File: src/verilog/div_pkg.sv
// shared definitions for the integer divide unit
// widths, word type, operation and state encodings
// request, sign-correction and core result structs

package div_pkg;

   localparam int xlen = 32;
   // four quotient bits are retired per step
   localparam int div_iterations = xlen / 4;

   typedef logic [xlen-1:0] word_t;

   // same order as the low two bits of funct3 for the M extension divides
   typedef enum logic [1:0] {
      op_div,
      op_divu,
      op_rem,
      op_remu
   } div_op_t;

   typedef enum logic [1:0] {
      st_idle,
      st_run,
      st_done
   } div_state_t;

   typedef struct packed {
      div_op_t op;
      word_t   dividend;
      word_t   divisor;
   } div_req_t;

   typedef struct packed {
      logic negate_quotient;
      logic negate_remainder;
      logic want_remainder;
   } div_sign_t;

   typedef struct packed {
      word_t quotient;
      word_t remainder;
      logic  divisor_zero;
   } div_core_out_t;

endpackage

File: src/verilog/div_operand_prep.sv
// operand stage of the divide unit
// converts signed operands to magnitudes and derives the
// sign-correction flags used after the unsigned division

`timescale 1ns/1ps

module div_operand_prep (
   input  div_pkg::div_req_t  req,
   output div_pkg::word_t     dividend_mag,
   output div_pkg::word_t     divisor_mag,
   output div_pkg::div_sign_t signs
);

   import div_pkg::*;

   logic is_signed;
   logic want_rem;
   logic dividend_neg;
   logic divisor_neg;

   assign is_signed = (req.op == op_div) || (req.op == op_rem);
   assign want_rem  = (req.op == op_rem) || (req.op == op_remu);

   // operand signs only matter for the signed operations
   assign dividend_neg = is_signed & req.dividend[xlen-1];
   assign divisor_neg  = is_signed & req.divisor[xlen-1];

   // most negative value maps onto itself, which is the right magnitude
   assign dividend_mag = dividend_neg ? -req.dividend : req.dividend;
   assign divisor_mag  = divisor_neg  ? -req.divisor  : req.divisor;

   // quotient sign from both operands, remainder follows the dividend
   assign signs.negate_quotient  = dividend_neg ^ divisor_neg;
   assign signs.negate_remainder = dividend_neg;
   assign signs.want_remainder   = want_rem;

endmodule

File: src/verilog/div_radix16_core.sv
// radix-16 restoring divider on unsigned 32-bit operands
// retires one quotient nibble per cycle by comparing the partial
// remainder against all fifteen divisor multiples in parallel
// also reports a zero divisor from the pattern of subtractions

`timescale 1ns/1ps

module div_radix16_core (
   input  logic                  clk,
   input  logic                  rst,
   input  logic                  start,
   input  logic                  ack,
   input  div_pkg::word_t        dividend,
   input  div_pkg::word_t        divisor,
   output div_pkg::div_core_out_t out,
   output logic                  complete
);

   import div_pkg::*;

   // partial remainder with the next dividend nibble in the low bits
   logic [xlen+3:0] pr;
   word_t           q;
   word_t           b;
   logic [xlen+3:0] b6;
   logic [xlen+3:0] b10;
   logic [xlen+3:0] b12;
   logic [xlen+3:0] b14;
   logic            divisor_zero;

   logic [xlen+3:0] mult [1:15];
   logic [xlen+4:0] diff [1:15];
   logic [15:1]     fits;
   logic [3:0]      digit;
   word_t           rem_next;

   logic [div_iterations-1:0] step_sr;
   logic                      busy;

   //////////////////////////////////////////////////////////////////////
   // divisor multiples
   //////////////////////////////////////////////////////////////////////

   // powers of two are free, odd multiples add one more b
   always_comb begin
      mult[1]  = {4'b0000, b};
      mult[2]  = {3'b000, b, 1'b0};
      mult[3]  = mult[2] + mult[1];
      mult[4]  = {2'b00, b, 2'b00};
      mult[5]  = mult[4] + mult[1];
      mult[6]  = b6;
      mult[7]  = b6 + mult[1];
      mult[8]  = {1'b0, b, 3'b000};
      mult[9]  = mult[8] + mult[1];
      mult[10] = b10;
      mult[11] = b10 + mult[1];
      mult[12] = b12;
      mult[13] = b12 + mult[1];
      mult[14] = b14;
      mult[15] = b14 + mult[1];
   end

   //////////////////////////////////////////////////////////////////////
   // digit selection
   //////////////////////////////////////////////////////////////////////

   // fits is monotonic, so the last multiple that fits is the largest
   always_comb begin
      digit    = 4'h0;
      rem_next = pr[xlen-1:0];
      for (int k = 1; k < 16; k++) begin
         diff[k] = {1'b0, pr} - {1'b0, mult[k]};
         fits[k] = ~diff[k][xlen+4];
         if (fits[k]) begin
            digit    = 4'(k);
            rem_next = diff[k][xlen-1:0];
         end
      end
   end

   //////////////////////////////////////////////////////////////////////
   // datapath registers
   //////////////////////////////////////////////////////////////////////

   always_ff @(posedge clk) begin
      if (start) begin
         b   <= divisor;
         b6  <= {2'b00, divisor, 2'b00} + {3'b000, divisor, 1'b0};
         b10 <= {1'b0, divisor, 3'b000} + {3'b000, divisor, 1'b0};
         b12 <= {1'b0, divisor, 3'b000} + {2'b00, divisor, 2'b00};
         b14 <= {1'b0, divisor, 3'b000} + {2'b00, divisor, 2'b00}
              + {3'b000, divisor, 1'b0};
         pr  <= {{xlen{1'b0}}, dividend[xlen-1:xlen-4]};
         q   <= {dividend[xlen-5:0], 4'b0000};
         // an odd divisor is never zero, which also covers 0xffffffff / 1
         divisor_zero <= ~divisor[0];
      end else if (busy) begin
         pr <= {rem_next, q[xlen-1:xlen-4]};
         q  <= {q[xlen-5:0], digit};
         // a zero divisor lets every subtraction succeed on every step
         divisor_zero <= divisor_zero & (&fits);
      end
   end

   //////////////////////////////////////////////////////////////////////
   // step tracking and completion
   //////////////////////////////////////////////////////////////////////

   always_ff @(posedge clk) begin
      if (rst) begin
         step_sr  <= '0;
         busy     <= 1'b0;
         complete <= 1'b0;
      end else begin
         step_sr <= {step_sr[div_iterations-2:0], start};
         if (start) begin
            busy <= 1'b1;
         end else if (step_sr[div_iterations-1]) begin
            busy <= 1'b0;
         end
         // complete is held until the requester takes the result
         if (step_sr[div_iterations-1]) begin
            complete <= 1'b1;
         end else if (ack) begin
            complete <= 1'b0;
         end
      end
   end

   assign out.quotient     = q;
   assign out.remainder    = pr[xlen+3:4];
   assign out.divisor_zero = divisor_zero;

endmodule

File: src/verilog/div_result_fixup.sv
// result stage of the divide unit
// keeps the sign flags of the accepted request, then restores signs,
// applies the divide-by-zero rule and selects quotient or remainder

`timescale 1ns/1ps

module div_result_fixup (
   input  logic                   clk,
   input  logic                   rst,
   input  logic                   accept,
   input  logic                   capture,
   input  div_pkg::div_sign_t     signs,
   input  div_pkg::div_core_out_t core,
   output div_pkg::word_t         result
);

   import div_pkg::*;

   div_sign_t signs_q;
   word_t     corrected;

   // request operands are gone by the time the core finishes
   always_ff @(posedge clk) begin
      if (accept) begin
         signs_q <= signs;
      end
   end

   // zero divisor leaves the dividend magnitude as remainder,
   // so only the quotient needs its own rule
   always_comb begin
      if (signs_q.want_remainder) begin
         corrected = signs_q.negate_remainder ? -core.remainder : core.remainder;
      end else if (core.divisor_zero) begin
         corrected = '1;
      end else begin
         corrected = signs_q.negate_quotient ? -core.quotient : core.quotient;
      end
   end

   always_ff @(posedge clk) begin
      if (rst) begin
         result <= '0;
      end else if (capture) begin
         result <= corrected;
      end
   end

endmodule

File: src/verilog/div_control.sv
// control FSM of the divide unit
// accepts a start strobe in idle, waits for the core, loads the
// result stage and holds done until ack

`timescale 1ns/1ps

module div_control (
   input  logic clk,
   input  logic rst,
   input  logic start,
   input  logic ack,
   input  logic core_complete,
   output logic core_start,
   output logic core_ack,
   output logic accept,
   output logic capture,
   output logic done
);

   import div_pkg::*;

   div_state_t state;
   div_state_t state_next;

   always_comb begin
      state_next = state;
      case (state)
         st_idle: begin
            if (start) begin
               state_next = st_run;
            end
         end
         st_run: begin
            if (core_complete) begin
               state_next = st_done;
            end
         end
         st_done: begin
            if (ack) begin
               state_next = st_idle;
            end
         end
         default: begin
            state_next = st_idle;
         end
      endcase
   end

   always_ff @(posedge clk) begin
      if (rst) begin
         state <= st_idle;
      end else begin
         state <= state_next;
      end
   end

   // starts outside idle are dropped here
   assign core_start = (state == st_idle) && start;
   assign accept     = core_start;

   // one-cycle capture, which also clears the core's complete
   assign capture  = (state == st_run) && core_complete;
   assign core_ack = capture;

   assign done = (state == st_done);

endmodule

File: src/verilog/div_unit.sv
// top level of the 32-bit integer divide unit
// div, divu, rem and remu with a start, done and ack handshake
// operand prep -> radix-16 core -> result fixup, under one FSM

`timescale 1ns/1ps

module div_unit (
   input  logic              clk,
   input  logic              rst,
   input  logic              start,
   input  div_pkg::div_req_t req,
   input  logic              ack,
   output div_pkg::word_t    result,
   output logic              done
);

   import div_pkg::*;

   word_t         dividend_mag;
   word_t         divisor_mag;
   div_sign_t     signs;
   div_core_out_t core_out;
   logic          core_start;
   logic          core_ack;
   logic          core_complete;
   logic          accept;
   logic          capture;

   div_control i_control (
      .clk           (clk),
      .rst           (rst),
      .start         (start),
      .ack           (ack),
      .core_complete (core_complete),
      .core_start    (core_start),
      .core_ack      (core_ack),
      .accept        (accept),
      .capture       (capture),
      .done          (done)
   );

   div_operand_prep i_prep (
      .req          (req),
      .dividend_mag (dividend_mag),
      .divisor_mag  (divisor_mag),
      .signs        (signs)
   );

   div_radix16_core i_core (
      .clk      (clk),
      .rst      (rst),
      .start    (core_start),
      .ack      (core_ack),
      .dividend (dividend_mag),
      .divisor  (divisor_mag),
      .out      (core_out),
      .complete (core_complete)
   );

   div_result_fixup i_fixup (
      .clk     (clk),
      .rst     (rst),
      .accept  (accept),
      .capture (capture),
      .signs   (signs),
      .core    (core_out),
      .result  (result)
   );

endmodule

File: config.mk
export PLATFORM = sky130hd
export DESIGN_NAME = div_unit
export DESIGN_NICKNAME = d
export VERILOG_FILES = /design/src/verilog/div_pkg.sv /design/src/verilog/div_operand_prep.sv /design/src/verilog/div_radix16_core.sv /design/src/verilog/div_result_fixup.sv /design/src/verilog/div_control.sv /design/src/verilog/div_unit.sv
export SDC_FILE = /design/constraint.sdc
export NUM_CORES = 2
export LEC_CHECK = 0
export ABC_CLOCK_PERIOD_IN_PS = 8300
export BUFFER_PORTS_ARGS = -buffer_cell sky130_fd_sc_hd__clkbuf_2
export CORE_MARGIN = 3
export CORE_UTILIZATION = 35
export DETAILED_ROUTE_END_ITERATION = 10
export GPL_TIMING_DRIVEN = 0
export SETUP_SLACK_MARGIN = 0.3
export SLEW_MARGIN = 20
export SYNTH_ARGS = -nofsm -noshare
export SYNTH_HDL_FRONTEND = slang
export SYNTH_HIERARCHICAL = 1
export SYNTH_SLANG_ARGS = --single-unit
File: constraint.sdc
create_clock -name clk -period 8.3 [get_ports clk]
set_input_delay 0.415 -clock clk [delete_from_list [all_inputs] [get_ports clk]]
set_output_delay 0.415 -clock clk [all_outputs]
set_load 0.02 [all_outputs]
==> metrics <==
Crit path arrival time 8360 ps; clock tree sinks 247; Die Ht 386.4 um; Clock Pin Slew Worst Setup and Hold Paths about 70 ps; part of the cycle the worst path needs 95.02%; Post-synth EDFFs ~170; vias in the first global route ~50k; Die W just under 400 um; dpl hpwl about 180000 um; post-synthesis cell area 50650 um2; # port buffers 101; Seq/Total Area, Yosys 13.06%; RSZ-0062 raised after global routing yes; IO Count 103; max-slew violations 0; Total Routing Usage GR 27.61%; clk root buf clkbuf_16; Clock Latency Late Sink 660 ps; mean routed wirelength per cell 25.73 um; fill count 14.99k; outcome completed; most used cell, CP a21o_1; core area 142600 um2; Pleak 24.23 nW; Mapped Nets ~7.3k; Num CTS Buffers 31; dpl cells 8393; worst vdd ir roughly 220 uV; die area about 150000 um2; initial antenna violation count 2; Rows 138; peak fanout along the critical path 10; Starting DRT DRC Count 5609; share of cells above drive strength 1 6.801%; post-layout util between 30 and 40%; H-tree Lvls 1; DR vias 52.51k; GR Overflow Total 0; final wirelength 217800 um; largest buffer count on any clock path 3; hold violation count in the final report 0; CTS tree done; Slowest-stage cell, CP a311oi_1; drt drc 0; slew at the pin with the worst max-slew slack about 1200 ps; Layout area overhead 8.443%; Worst Setup End Kind flop; pwr dens 474.9 nW/um2; synth warn 6; #FFs+latches synth 247; most common cell after layout, fill and taps aside ha_1; Clock Skews 32.42 ps; fin cells 8464; ANT nets after route 0; largest net degree at the start of global routing 100; first-pass GRT wire length between 300000 and 400000 um; type of the worst min-delay path in -> reg; DRT Pass-1 Iters 7; initial core utilization 35.52%; max cap viols 0; commonest cells after routing, fill and taps aside ha_1 (721), a21oi_1 (621), nor2_1 (483), o21ai_0 (412), xnor2_1 (404); crit path kind reg -> reg; startpoint types flop; Distinct cells, synth 122; NumNets Final ~7.4k; Async S/R FF share, synth 0%; gpl congestion 1.039; cells after synthesis 6396; Final Setup Violations 0; CP Data Required Time 8770 ps; final worst path period need 7886 ps; crit-path max cell delay 570 ps; relative slew slack 18.12%; Top FF cell, synth edfxtp_1; syn_area_per_cell 7.919 um2; fmax about 130 MHz; vias per inst 6.204
flip-flops by register name, summed over array words and instances, names as in the netlist:
register / flops
i_control/state: 2
i_core/b: 32
i_core/b10: 33
i_core/b14: 34
i_core/b6: 32
i_core/busy: 1
i_core/complete: 1
i_core/divisor_zero: 1
i_core/pr: 36
i_core/q: 32
i_core/step_sr: 8
i_fixup/result: 32
i_fixup/signs_q: 3
per-stage QoR:
| step | total power [W] | hold slack (ps) | setup WS (ps) | cell area [um2] | TNS [ps] |
|---|---|---|---|---|---|
| 6_report | 0.02609 | 43.47 | 413.6 | 54930 | 0 |
| 5_1_grt | 0.02754 | 51.99 | 233.4 | 54930 | 0 |
| 4_1_cts | 0.02518 | 20.95 | 195.6 | 54810 | 0 |
| 3_5_place_dp | 0.02362 | 428.3 | -954.9 | 53700 | -5380 |
| 3_3_place_gp | 0.02346 | 417.2 | -892.2 | 53520 | -8100 |
| 2_1_floorplan | 0.01684 | 413.8 | 2262 | 50650 | 0 |
repair_timing:
| item | CTS | global route |
|---|---|---|
| buffers inserted | 8 | 6 |
| gates resized for setup | 12 | 17 |
| endpoints found under the hold margin | 0 | 0 |
| hold buffers | 0 | 0 |
| pin swaps | 2 | 2 |
| setup endpoints to repair | 35 | 30 |
Yosys cell counts (29+ instances only):
| cell | n | area, um2 |
|---|---|---|
| a211o_1 | 29 | 254.0 |
| a211oi_1 | 91 | 683.2 |
| a21o_1 | 285 | 2140 |
| a21oi_1 | 622 | 3113 |
| a221oi_1 | 48 | 420.4 |
| a22o_1 | 30 | 262.8 |
| a31oi_1 | 98 | 613.1 |
| and2_1 | 32 | 200.2 |
| and3_1 | 59 | 369.1 |
| buf_2 | 36 | 180.2 |
| buf_4 | 48 | 360.4 |
| clkbuf_1 | 83 | 311.6 |
| dfxtp_1 | 80 | 1602 |
| edfxtp_1 | 167 | 5015 |
| fa_1 | 105 | 2102 |
| ha_1 | 721 | 9021 |
| inv_1 | 338 | 1269 |
| nand2_1 | 373 | 1400 |
| nand2b_1 | 104 | 650.6 |
| nand3_1 | 170 | 850.8 |
| nand4_1 | 61 | 381.6 |
| nor2_1 | 486 | 1824 |
| nor2b_1 | 88 | 550.5 |
| nor3_1 | 132 | 660.6 |
| nor4_1 | 43 | 269.0 |
| o211ai_1 | 68 | 510.5 |
| o21a_1 | 126 | 945.9 |
| o21ai_0 | 416 | 2082 |
| o21bai_1 | 87 | 653.1 |
| o22ai_1 | 32 | 200.2 |
| o31ai_1 | 58 | 435.4 |
| or3_1 | 51 | 319.1 |
| xnor2_1 | 405 | 3547 |
| xor2_1 | 293 | 2566 |
routing by layer:
| metal | GRT usage (%) | vias to the layer above | share of wire [%] |
|---|---|---|---|
| li1 | - | 24380 | - |
| met1 | 37.32 | 25160 | 43 |
| met2 | 44.19 | 2488 | 43 |
| met3 | 3.141 | 475 | 8.4 |
| met4 | 12.32 | 2 | 5.4 |
| met5 | 0 | - | 0.0046 |
cell families after synthesis:
| group | share of synthesized area, % |
|---|---|
| compound gates | 31.39 |
| xor+xnor | 12.07 |
| fa+ha+maj | 21.96 |
| buf+inv | 4.390 |
| flops | 13.06 |
| mux | 0.3359 |
| simple gates | 16.80 |
power breakdown:
part	switching, W	leakage, nW	internal (W)	total [W]
Clock	0.000617	0.487	0.000762	0.00138
Combinational	0.0141	21.5	0.00803	0.0221
Sequential	0.000924	2.29	0.00169	0.00262
Total	0.0156	24.2	0.0105	0.0261
area by class of cell:
class | instances | area (um2) | share of cell area (%)
Antenna cell | 1 | 2.502 | 0.004556
Buffer | 180 | 967.2 | 1.761
Clock buffer | 37 | 808.3 | 1.471
Clock inverter | 19 | 186.4 | 0.3394
Inverter | 338 | 1276 | 2.323
Multi-Input combinational cell | 5631 | 41920 | 76.31
Sequential cell | 247 | 6650 | 12.11
Tap cell | 1890 | 2365 | 4.305
Timing Repair Buffer | 121 | 755.7 | 1.376
path summary, 6_finish.rpt:
path	from	to	slack, ps	cells past startpoint
worst max-delay path	i_core/b[2]$_DFFE_PP_	i_core/pr[16]$_SDFFE_PP0P_	410	30
worst min-delay path	start	i_control/state[0]$_SDFFE_PP0P_	40	3
worst max register to register	i_core/b[2]$_DFFE_PP_	i_core/pr[16]$_SDFFE_PP0P_	410	30
worst min register to register	i_core/step_sr[6]$_SDFF_PP0_	i_core/step_sr[7]$_SDFF_PP0_	430	1
worst max-delay path: cells and delay by family (launching register included):
kind | cells | cell delay (ps)
buf+inv | 2 | 510
compound gates | 20 | 5110
simple gates | 4 | 740
fa+ha+maj | 3 | 870
xor+xnor | 1 | 110
flops | 1 | 350
Power figures use the tool's default switching activity.
